`src/design/fuse_params.svh`:
```
`ifndef FUSE_PARAMS_SVH
`define FUSE_PARAMS_SVH

// Opcode field width of every op
`define FUSE_OPC_W 4

// Register index width, shared by rd and rs
`define FUSE_REG_W 4

// Immediate field width, carried by LDI and the fused ADDI
`define FUSE_IMM_W 4

// Whole op, opcode down to immediate
`define FUSE_OP_W (`FUSE_OPC_W + 2 * `FUSE_REG_W + `FUSE_IMM_W)

// Output code of the fused add immediate, outside the input opcode range
`define FUSE_ADDI_CODE 4'hF

`endif

```
`src/design/fuse_isa_pkg.sv`:
```
`default_nettype none

`include "fuse_params.svh"

package fuse_isa_pkg;

  // Opcodes a producer may send into the front end
  // LDI loads the immediate into rd, the rest are register to register
  typedef enum logic [`FUSE_OPC_W-1:0] {
    NOP    = 4'h0,
    ADD    = 4'h1,
    SUB    = 4'h2,
    LDI    = 4'h3,
    SHL    = 4'h4,
    AND_OP = 4'h5,
    OR_OP  = 4'h6,
    XOR_OP = 4'h7
  } opcode_e;

  // One incoming micro-op, opcode in the top bits
  // For ADD the result is rd = rd + rs
  typedef struct packed {
    opcode_e                 opcode;
    logic [`FUSE_REG_W-1:0]  rd;
    logic [`FUSE_REG_W-1:0]  rs;
    logic [`FUSE_IMM_W-1:0]  imm;
  } micro_op_t;

endpackage

`default_nettype wire

```
`src/design/fuse_mop_pkg.sv`:
```
`default_nettype none

`include "fuse_params.svh"

package fuse_mop_pkg;

  // Opcodes leaving the fuser
  // Plain ops keep their input code so conversion is a straight cast
  typedef enum logic [`FUSE_OPC_W-1:0] {
    MOP_NOP  = 4'h0,
    MOP_ADD  = 4'h1,
    MOP_SUB  = 4'h2,
    MOP_LDI  = 4'h3,
    MOP_SHL  = 4'h4,
    MOP_AND  = 4'h5,
    MOP_OR   = 4'h6,
    MOP_XOR  = 4'h7,
    MOP_ADDI = `FUSE_ADDI_CODE
  } mop_opcode_e;

  // Output op, same field layout as the input micro-op
  typedef struct packed {
    mop_opcode_e             opcode;
    logic [`FUSE_REG_W-1:0]  rd;
    logic [`FUSE_REG_W-1:0]  rs;
    logic [`FUSE_IMM_W-1:0]  imm;
  } macro_op_t;

  // SKIP swallows the ADD that was folded into an ADDI
  typedef enum logic {
    IDLE = 1'b0,
    SKIP = 1'b1
  } fuser_state_e;

endpackage

`default_nettype wire

```
`src/design/op_stream_if.sv`:
```
`timescale 1ns/1ns
`default_nettype none

// Link from the spill buffer to the fuser
// Besides the head op it carries the op queued behind it
interface op_stream_if
  import fuse_isa_pkg::*;
();

  // Head entry handshake
  logic      valid;
  logic      ready;
  micro_op_t data;

  // Second entry, only meaningful while valid_queue is high
  logic      valid_queue;
  micro_op_t data_queue;

  // Empties the buffer and resets the fuser state
  logic      flush;

  // The buffer side produces both entries
  modport buffer (
    output valid, data, valid_queue, data_queue,
    input  ready, flush
  );

  // The fuser consumes both entries and pops the head
  modport fuser (
    input  valid, data, valid_queue, data_queue, flush,
    output ready
  );

endinterface

`default_nettype wire

```
`src/design/fuse_top.sv`:
```
`timescale 1ns/1ns
`default_nettype none

`include "fuse_params.svh"

// Front end with macro-op fusion
// Ops go through the glass spill register, then through the fuser
module fuse_top
  import fuse_isa_pkg::*;
  import fuse_mop_pkg::*;
(
  input  logic                  clk_i,
  input  logic                  rst_ni,
  input  logic                  in_valid_i,
  output logic                  in_ready_o,
  input  logic [`FUSE_OP_W-1:0] in_op_i,
  output logic                  out_valid_o,
  input  logic                  out_ready_i,
  output logic [`FUSE_OP_W-1:0] out_op_o,
  input  logic                  flush_i
);

  // Typed views of the flat port vectors
  micro_op_t in_op;
  macro_op_t out_op;

  assign in_op    = in_op_i;
  assign out_op_o = out_op;

  // Buffer to fuser link, including the look-ahead entry
  op_stream_if u_stream ();

  // Flush reaches both stages through the link
  assign u_stream.flush = flush_i;

  glass_spill_register #(
    .T(micro_op_t)
  ) u_spill (
    .clk_i   (clk_i),
    .rst_ni  (rst_ni),
    .valid_i (in_valid_i),
    .ready_o (in_ready_o),
    .data_i  (in_op),
    .out_o   (u_stream.buffer)
  );

  op_fuser u_fuser (
    .clk_i       (clk_i),
    .rst_ni      (rst_ni),
    .in_i        (u_stream.fuser),
    .out_valid_o (out_valid_o),
    .out_ready_i (out_ready_i),
    .out_op_o    (out_op)
  );

endmodule

`default_nettype wire

```
`src/design/glass_spill_register.sv`:
```
`timescale 1ns/1ns
`default_nettype none

// Two-entry spill register that breaks every combinational path between
// its input and output handshakes
// Unlike a plain spill register it also shows the second entry it holds,
// so the consumer can look one op ahead
module glass_spill_register
  import fuse_isa_pkg::*;
#(
  parameter type T = micro_op_t
) (
  input  logic        clk_i,
  input  logic        rst_ni,
  input  logic        valid_i,
  output logic        ready_o,
  input  T            data_i,
  op_stream_if.buffer out_o
);

  // Register A takes new input
  T     a_data_q;
  logic a_full_q;
  logic a_fill;
  logic a_drain;

  // Register B keeps the op that stalled downstream
  T     b_data_q;
  logic b_full_q;
  logic b_fill;
  logic b_drain;

  // A loads straight from the producer
  always_ff @(posedge clk_i) begin
    if (a_fill) begin
      a_data_q <= data_i;
    end
  end

  // A new fill wins over a drain in the same cycle
  always_ff @(posedge clk_i or negedge rst_ni) begin
    if (!rst_ni) begin
      a_full_q <= 1'b0;
    end else if (a_fill || a_drain) begin
      a_full_q <= a_fill;
    end
  end

  // B only ever loads the old contents of A
  always_ff @(posedge clk_i) begin
    if (b_fill) begin
      b_data_q <= a_data_q;
    end
  end

  always_ff @(posedge clk_i or negedge rst_ni) begin
    if (!rst_ni) begin
      b_full_q <= 1'b0;
    end else if (b_fill || b_drain) begin
      b_full_q <= b_fill;
    end
  end

  // Accept from the producer whenever one register is free
  // A flush blocks the fill so nothing is taken on that edge
  assign a_fill = valid_i && ready_o && !out_o.flush;

  // A empties whenever B is free, either into the consumer or into B
  assign a_drain = (a_full_q && !b_full_q) || out_o.flush;

  // A moves over to B when the consumer refuses it
  assign b_fill = a_drain && !out_o.ready && !out_o.flush;

  // B leaves once the consumer takes it
  assign b_drain = (b_full_q && out_o.ready) || out_o.flush;

  // Ready depends on the full flags only, never on the consumer
  assign ready_o = !a_full_q || !b_full_q;

  // Valid comes from registers, so it never follows ready combinationally
  assign out_o.valid = a_full_q || b_full_q;

  // B always holds the older op, so it is the head when full
  assign out_o.data = b_full_q ? b_data_q : a_data_q;

  // With both registers full the younger op in A sits behind the head
  assign out_o.valid_queue = a_full_q && b_full_q;
  assign out_o.data_queue  = b_full_q ? a_data_q : b_data_q;

endmodule

`default_nettype wire

```
`src/design/op_fuser.sv`:
```
`timescale 1ns/1ns
`default_nettype none

// Macro-op fusion stage
// LDI t,k followed by ADD t,t becomes one ADDI t,t,k
// Every other op passes through with its fields untouched
module op_fuser
  import fuse_isa_pkg::*;
  import fuse_mop_pkg::*;
(
  input  logic       clk_i,
  input  logic       rst_ni,
  op_stream_if.fuser in_i,
  output logic       out_valid_o,
  input  logic       out_ready_i,
  output macro_op_t  out_op_o
);

  fuser_state_e state_q;
  fuser_state_e state_d;

  // Current head and the op behind it
  micro_op_t head;
  micro_op_t queued;

  // Fusion decode
  logic head_is_ldi;
  logic queued_is_add;
  logic operands_match;
  logic can_fuse;
  logic wait_for_queue;

  // Handshake toward the output and back to the buffer
  logic offer;
  logic pop;
  logic out_fire;

  // Candidate output ops
  macro_op_t fused_op;
  macro_op_t plain_op;

  assign head   = in_i.data;
  assign queued = in_i.data_queue;

  assign head_is_ldi   = (head.opcode == LDI);
  assign queued_is_add = (queued.opcode == ADD);

  // The ADD has to read and write the register the LDI just loaded
  assign operands_match = (queued.rd == head.rd) && (queued.rs == head.rd);

  assign can_fuse = head_is_ldi && in_i.valid_queue && queued_is_add && operands_match;

  // An LDI alone cannot be judged yet, its partner may still arrive
  assign wait_for_queue = head_is_ldi && !in_i.valid_queue;

  // ADDI takes the target register for both operands and the LDI immediate
  assign fused_op.opcode = MOP_ADDI;
  assign fused_op.rd     = head.rd;
  assign fused_op.rs     = head.rd;
  assign fused_op.imm    = head.imm;

  // Input codes map one to one onto output codes
  assign plain_op.opcode = mop_opcode_e'(head.opcode);
  assign plain_op.rd     = head.rd;
  assign plain_op.rs     = head.rs;
  assign plain_op.imm    = head.imm;

  // Offer only in IDLE with a decidable head
  // Nothing leaves during a flush, so the flushed ops are simply dropped
  assign offer = (state_q == IDLE) && in_i.valid && !wait_for_queue && !in_i.flush;

  assign out_valid_o = offer;
  assign out_op_o    = can_fuse ? fused_op : plain_op;
  assign out_fire    = offer && out_ready_i;

  // In IDLE the head leaves together with its output
  // In SKIP the absorbed ADD is popped with no output at all
  always_comb begin
    pop = 1'b0;
    unique case (state_q)
      IDLE: pop = out_fire;
      SKIP: pop = 1'b1;
      default: pop = 1'b0;
    endcase
  end

  assign in_i.ready = pop;

  // Only the LDI is popped with the ADDI, the ADD is still in the buffer
  // and becomes the head one cycle later
  always_comb begin
    state_d = state_q;
    unique case (state_q)
      IDLE: begin
        if (out_fire && can_fuse) begin
          state_d = SKIP;
        end
      end
      SKIP: begin
        // The absorbed ADD sits at the head and leaves in this cycle
        state_d = IDLE;
      end
      default: state_d = IDLE;
    endcase
    // Flush abandons a pending skip along with the buffer contents
    if (in_i.flush) begin
      state_d = IDLE;
    end
  end

  always_ff @(posedge clk_i or negedge rst_ni) begin
    if (!rst_ni) begin
      state_q <= IDLE;
    end else begin
      state_q <= state_d;
    end
  end

endmodule

`default_nettype wire

```
`config.mk`:
```
export PLATFORM = sky130hd
export DESIGN_NAME = fuse_top
export DESIGN_NICKNAME = d
export VERILOG_FILES = /design/src/design/fuse_isa_pkg.sv /design/src/design/fuse_mop_pkg.sv /design/src/design/op_stream_if.sv /design/src/design/fuse_top.sv /design/src/design/glass_spill_register.sv /design/src/design/op_fuser.sv
export VERILOG_INCLUDE_DIRS = /design/src /design/src/design
export SDC_FILE = /design/constraint.sdc
export NUM_CORES = 1
export LEC_CHECK = 0
export BUFFER_PORTS_ARGS = -buffer_cell sky130_fd_sc_hd__buf_2
export CELL_PAD_IN_SITES_DETAIL_PLACEMENT = 1
export CELL_PAD_IN_SITES_GLOBAL_PLACEMENT = 2
export CORE_MARGIN = 4
export CORE_UTILIZATION = 30
export CTS_CLUSTER_DIAMETER = 80
export CTS_CLUSTER_SIZE = 28
export DETAILED_ROUTE_END_ITERATION = 8
export GPL_TIMING_DRIVEN = 0
export PLACE_DENSITY_LB_ADDON = 0.1
export SLEW_MARGIN = 10
export SYNTH_ARGS = -nofsm -noshare
export SYNTH_HDL_FRONTEND = slang
export SYNTH_SLANG_ARGS = --single-unit
```
`constraint.sdc`:
```
create_clock -name clk_i -period 4.9 [get_ports clk_i]
set_input_delay 0.49 -clock clk_i [delete_from_list [all_inputs] [get_ports clk_i]]
set_output_delay 0.49 -clock clk_i [all_outputs]
set_load 0.005 [all_outputs]
```
==> qor.txt, run 1 <==
post-synth top area share -> 60.05%
fin cells -> 219
Final setup viols -> 0
# clock sinks -> 35
Hold Buf Count CTS -> 1
I/O pins -> 39
Detailed Routing Iterations Pass 1 -> 4
synthesis warning total -> 0
Ant. Diodes -> 0
Worst Path Max Fanout -> 7
post-synth top area cell -> edfxtp_1
H-tree depth -> 2
wire per inst -> 15.40 um
PortBufs -> 38
post-CTS setup buffers -> 0
fin crit period -> 2.686 ns
via count -> 1004
vias in the first global route -> 1091
fmax -> 0.3723 GHz
initial antenna violation count -> 0
worst setup margin -> 2.214 ns
Longest Clk Path Bufs -> 2
commonest non-fill, non-tap cell in the layout -> buf_2
sequential area share after synthesis -> 64.74%
Worst-Skew Late Latency -> 0.28 ns
# DRC -> 0
die height -> 81.04 um
setup TNS -> 0 ns
PnR Total Power -> 0.7198 mW
Worst-Margin Slew -> 0.8700 ns
share of cells above drive strength 1 -> 47.65%
Worst EP required -> 4.41 ns
DP HPWL -> 2.531 mm
Peak VDD IR -> 0.1416 mV
DRT iter0 DRCs -> 28
starting density of the core -> 31.13%
Area contributors post-synth -> edfxtp_1 60%, mux2_2 8.4%, dfrtp_1 4.7%
CTS clk-pin slew, worst paths -> 0.07 ns
Layout area overhead -> 27.29%
Syn Nets -> 122
global-route wire length before repair -> 5.568 mm
final WL -> 3.372 mm
Clock Skew -> 0.004550 ns
Cell variety after synth -> 32
largest net degree at the start of global routing -> 17
fin crit share -> 54.81%
synthesized area -> 1600 um^2
PD cells -> 353.4 nW/um^2
startpoint types -> flop
hold crit path type -> in2reg
Inserted Clock Buffers -> 5
CTS root buf -> clkbuf_8
leakage -> 0.7899 nW
Die W -> 81.04 um
crit path DAT -> 2.20 ns
Fillers -> 561
DR vias/cell -> 4.584
GRT overflow -> 0
Total Routing Usage GR -> 11.54%
Fin Hold WS -> 0.3749 ns
multi-input gate area in the final layout -> 526.8 um^2
slew margin rel. -> 41.95%
crit end category -> primary output
post-CTS sizing -> 0
Syn Inst Count -> 101
synthesized area per cell -> 15.84 um^2
CTS tree -> done
FP Rows -> 26
CORE AREA -> 5140 um^2
Final Hold Fails -> 0
CP Class -> reg2out
Nets -> 169
Final ANT Viol Nets -> 0
Sequential Area -> 1036 um^2
Yosys reg bits -> 35
Slew Limit Fails -> 0
die area -> 6567 um^2
status -> finished, final reports clean
worst slack at placement -> 2.231 ns
placed cells -> 210
gpl congestion -> 0.7001
most frequent cells in the layout -> 39 x buf_2, 32 x edfxtp_1, 12 x mux2_2, 7 x nand2_1, 6 x inv_1
MaxCap Viol Count -> 0
RSZ-0062 raised after global routing -> false
==> final timing paths <==
check                      cells past startpoint  slack [ns]                 start             endpoint
hold / removal                                 1        0.37            in_op_i[3]  u_spill.a_data_q[3]
setup reg to reg                               5        2.26  u_spill.a_data_q[14]  u_spill.b_data_q[5]
hold reg to reg                                1        0.43       u_fuser.state_q      u_fuser.state_q
setup / recovery                               6        2.21  u_spill.a_data_q[14]          out_op_o[6]
max in group asynchronous                      2        4.27                rst_ni     u_spill.b_full_q
min in group asynchronous                      2        0.52                rst_ni     u_spill.a_full_q
==> routing by layer <==
metal	share of wire [%]	global-route usage (%)
met1	42	14.05
met2	50	18.72
met3	6.0	3.991
met4	1.8	4.561
met5	0	0
==> stage by stage <==
stage / instance area (um^2) / utilization (%)
after global placement: 1878 / 36.54
after CTS: 2037 / 39.63
after floorplan: 1600 / -
after global routing: 2037 / 39.63
final: 2037 / 39.63
after detailed placement: 1891 / 36.78
==> cell families after synthesis <==
family                 Yosys count  synth area share [%]
AO/OA/AOI/OAI                   11                 5.786
XOR/XNOR                         8                 4.379
buffers and inverters            9                 2.658
flip-flops                      35                 64.74
multiplexers                    18                 13.45
AND/OR/NAND/NOR                 20                 8.993
==> report_power, final <==
group          total, mW  switching (mW)  internal (mW)
sequential         0.347         0.00768          0.339
clock              0.309           0.106          0.203
combinational     0.0642          0.0303         0.0339
==> flip-flops by register name, indices dropped and copies added, names as in the netlist <==
register          cells
u_spill.b_data_q     16
u_spill.a_full_q      1
u_spill.b_full_q      1
u_spill.a_data_q     16
u_fuser.state_q       1
==> worst max-delay path: stages, from the launching register on <==
cell,delay [ns]
edfxtp_1,0.40
nand2b_1,0.19
or4b_4,0.51
o22ai_2,0.17
nand3_4,0.18
mux2_4,0.34
buf_2,0.13
==> cells in the mapped netlist <==
| cell type | number |
|---|---|
| and4b_1 | 1 |
| a2111oi_0 | 1 |
| clkbuf_1 | 1 |
| nor4_1 | 1 |
| nor3b_1 | 2 |
| nor2_1 | 2 |
| mux2_2 | 12 |
| nor4_4 | 1 |
| or4b_4 | 1 |
| o22ai_2 | 1 |
| xor2_1 | 3 |
| nand2_1 | 7 |
| o21ai_0 | 2 |
| nand3b_1 | 1 |
| o211a_1 | 1 |
| nand2b_1 | 1 |
| xnor2_1 | 5 |
| o211ai_1 | 1 |
| and2_1 | 1 |
| nand4_1 | 1 |
| a221o_1 | 1 |
| o221a_2 | 1 |
| buf_2 | 1 |
| a22o_1 | 2 |
| edfxtp_1 | 32 |
| inv_1 | 6 |
| buf_6 | 1 |
| mux2_4 | 4 |
| dfrtp_1 | 3 |
| mux2i_1 | 2 |
| nand3_4 | 1 |
| a21oi_1 | 1 |
==> layout make-up <==
class                      instances  area share (%)
sequential                        35           50.86
multi-input combinational         57           25.86
timing repair buffer              40           10.20
tap                               70           4.300
clock buffer                       5           3.378
clock inverter                     3           3.317
inverter                           6           1.106
buffer                             3          0.9828
Power figures use the tool's default switching activity.
==> run 2: changes to the inputs <==
==> constraint.sdc (replaced) <==
create_clock -name clk_i -period 2.4 [get_ports clk_i]
set_input_delay 0.24 -clock clk_i [delete_from_list [all_inputs] [get_ports clk_i]]
set_output_delay 0.24 -clock clk_i [all_outputs]
set_load 0.005 [all_outputs]
==> run 2 against run 1 <==
Effect of this change:
- highest routed layer unchanged
- combinational power up 130%
- critical endpoint unchanged
- first-iteration DRC count up 18%
- register-to-register slack worse by 2.1 ns
- clock-buffer cell count unchanged
- sequential power up 100%
- critical path type unchanged
==> qor.txt, run 2 (synthesized netlist as in run 1, its figures left out) <==
fmax -> 0.4256 GHz
status -> finished, final reports clean
CTS clk-pin slew, worst paths -> 0.07 ns
Worst Path Max Fanout -> 6
wire per inst -> 15.09 um
die height -> 81.04 um
Detailed Routing Iterations Pass 1 -> 4
setup TNS -> 0 ns
die area -> 6567 um^2
Worst-Skew Late Latency -> 0.28 ns
top flop regs -> u_spill.a_data_q: 16 flops, u_spill.b_data_q: 16 flops
Final ANT Viol Nets -> 0
slew margin rel. -> 65.28%
crit path DAT -> 2.11 ns
Worst EP required -> 2.16 ns
Slew Limit Fails -> 0
fin cells -> 224
final WL -> 3.380 mm
Pint -> 1.190 mW
DP HPWL -> 2.531 mm
largest net degree at the start of global routing -> 17
Sw Share -> 20.13%
starting density of the core -> 31.13%
fin crit period -> 2.349 ns
clock power share -> 42.4%
CORE AREA -> 5140 um^2
Gate power share -> 10.1%
MaxCap Viol Count -> 0
CTS root buf -> clkbuf_8
DR vias/cell -> 4.504
Die W -> 81.04 um
leakage -> 0.8340 nW
Ant. Diodes -> 0
# clock sinks -> 35
Fillers -> 559
Seq pwr share -> 47.5%
P_sw -> 0.2998 mW
Final Hold Fails -> 0
gpl congestion -> 0.7001
share of cells above drive strength 1 -> 52.60%
Layout area overhead -> 33.93%
global-route wire length before repair -> 5.554 mm
vias in the first global route -> 1095
Worst-Margin Slew -> 0.5186 ns
crit end category -> primary output
Inserted Clock Buffers -> 5
commonest non-fill, non-tap cell in the layout -> buf_2
H-tree depth -> 2
# DRC -> 0
Longest Clk Path Bufs -> 2
Peak VDD IR -> 0.2899 mV
Nets -> 174
GRT overflow -> 0
Final setup viols -> 0
most frequent cells in the layout -> 35 x buf_2, 32 x edfxtp_1, 12 x mux2_2, 7 x nand2_1, 6 x inv_1
initial antenna violation count -> 0
via count -> 1009
startpoint types -> flop
RSZ-0062 raised after global routing -> true
Total Routing Usage GR -> 11.52%
CP Class -> reg2out
FP Rows -> 26
CTS tree -> done
placed cells -> 210
DRT iter0 DRCs -> 33
I/O pins -> 39
PortBufs -> 38
PD cells -> 694.9 nW/um^2
hold crit path type -> in2reg
fin crit share -> 97.89%
Clock Skew -> 0.005291 ns
-- run 2: metal layers --
layer / routed length, um / track usage [%] / up-vias
li1: - / - / 487
met1: 1472 / 14.05 / 491
met2: 1677 / 18.64 / 26
met3: 190 / 3.991 / 5
met4: 39 / 4.561 / 0
met5: 0 / 0 / -
-- run 2: metrics by stage --
stage                     setup slack [ns]  util [%]  instance area (um^2)  power, mW  hold WS [ns]
after detailed placement           -0.2694     36.78                  1891     0.8551       0.04717
after global routing              -0.03070     41.70                  2143      1.557        0.1056
after global placement             -0.7492     36.54                  1878     0.8501       0.03804
after floorplan                     0.1245         -                  1600     0.7926      -0.05559
final                              0.05058     41.70                  2143      1.489        0.1247
after CTS                         0.008759     40.43                  2078      1.505        0.1103
-- run 2: power groups by stage --
stage          clock [mW]  combinational [mW]  sequential [mW]
2_1_floorplan           0              0.0765            0.716
3_3_place_gp            0               0.129            0.721
3_5_place_dp            0               0.134            0.721
4_1_cts             0.657               0.140            0.707
5_1_grt             0.680               0.166            0.711
6_report            0.631               0.150            0.708
-- run 2: worst max-delay path, cell delays in order (launching register included) --
cell and delay (ns):
dfrtp_1 0.38, buf_6 0.13, or4b_4 0.56, o22ai_4 0.13
nand3_4 0.16, mux2_4 0.34, buf_6 0.12
-- run 2: layout make-up --
type / instances / area (um^2) / share of cell area (%)
inverter: 6 / 22.52 / 1.051
tap: 70 / 87.58 / 4.086
sequential: 35 / 1036 / 48.34
multi-input combinational: 57 / 556.8 / 25.98
clock buffer: 5 / 68.82 / 3.211
timing repair buffer: 45 / 282.8 / 13.19
buffer: 3 / 21.27 / 0.9924
clock inverter: 3 / 67.56 / 3.152
-- run 2: what timing repair did --
action                                  4_1_cts  5_1_grt
resized for setup                             4        9
buffers inserted                              3        2
endpoints found under the hold margin         3        0
hold buffers                                  1        0
pin swaps                                     2        2
endpoints found under the setup margin       20       12
-- run 2: path summary, 6_finish.rpt --
check                            startpoint             endpoint  slack (ns)  cells past startpoint
setup / recovery           u_spill.b_full_q          out_op_o[6]        0.05                      6
hold / removal                   in_op_i[4]  u_spill.a_data_q[4]        0.12                      1
setup reg to reg           u_spill.b_full_q  u_spill.b_data_q[5]        0.15                      5
hold reg to reg             u_fuser.state_q      u_fuser.state_q        0.43                      1
max in group asynchronous            rst_ni     u_spill.b_full_q        2.02                      2
min in group asynchronous            rst_ni     u_spill.a_full_q        0.27                      2
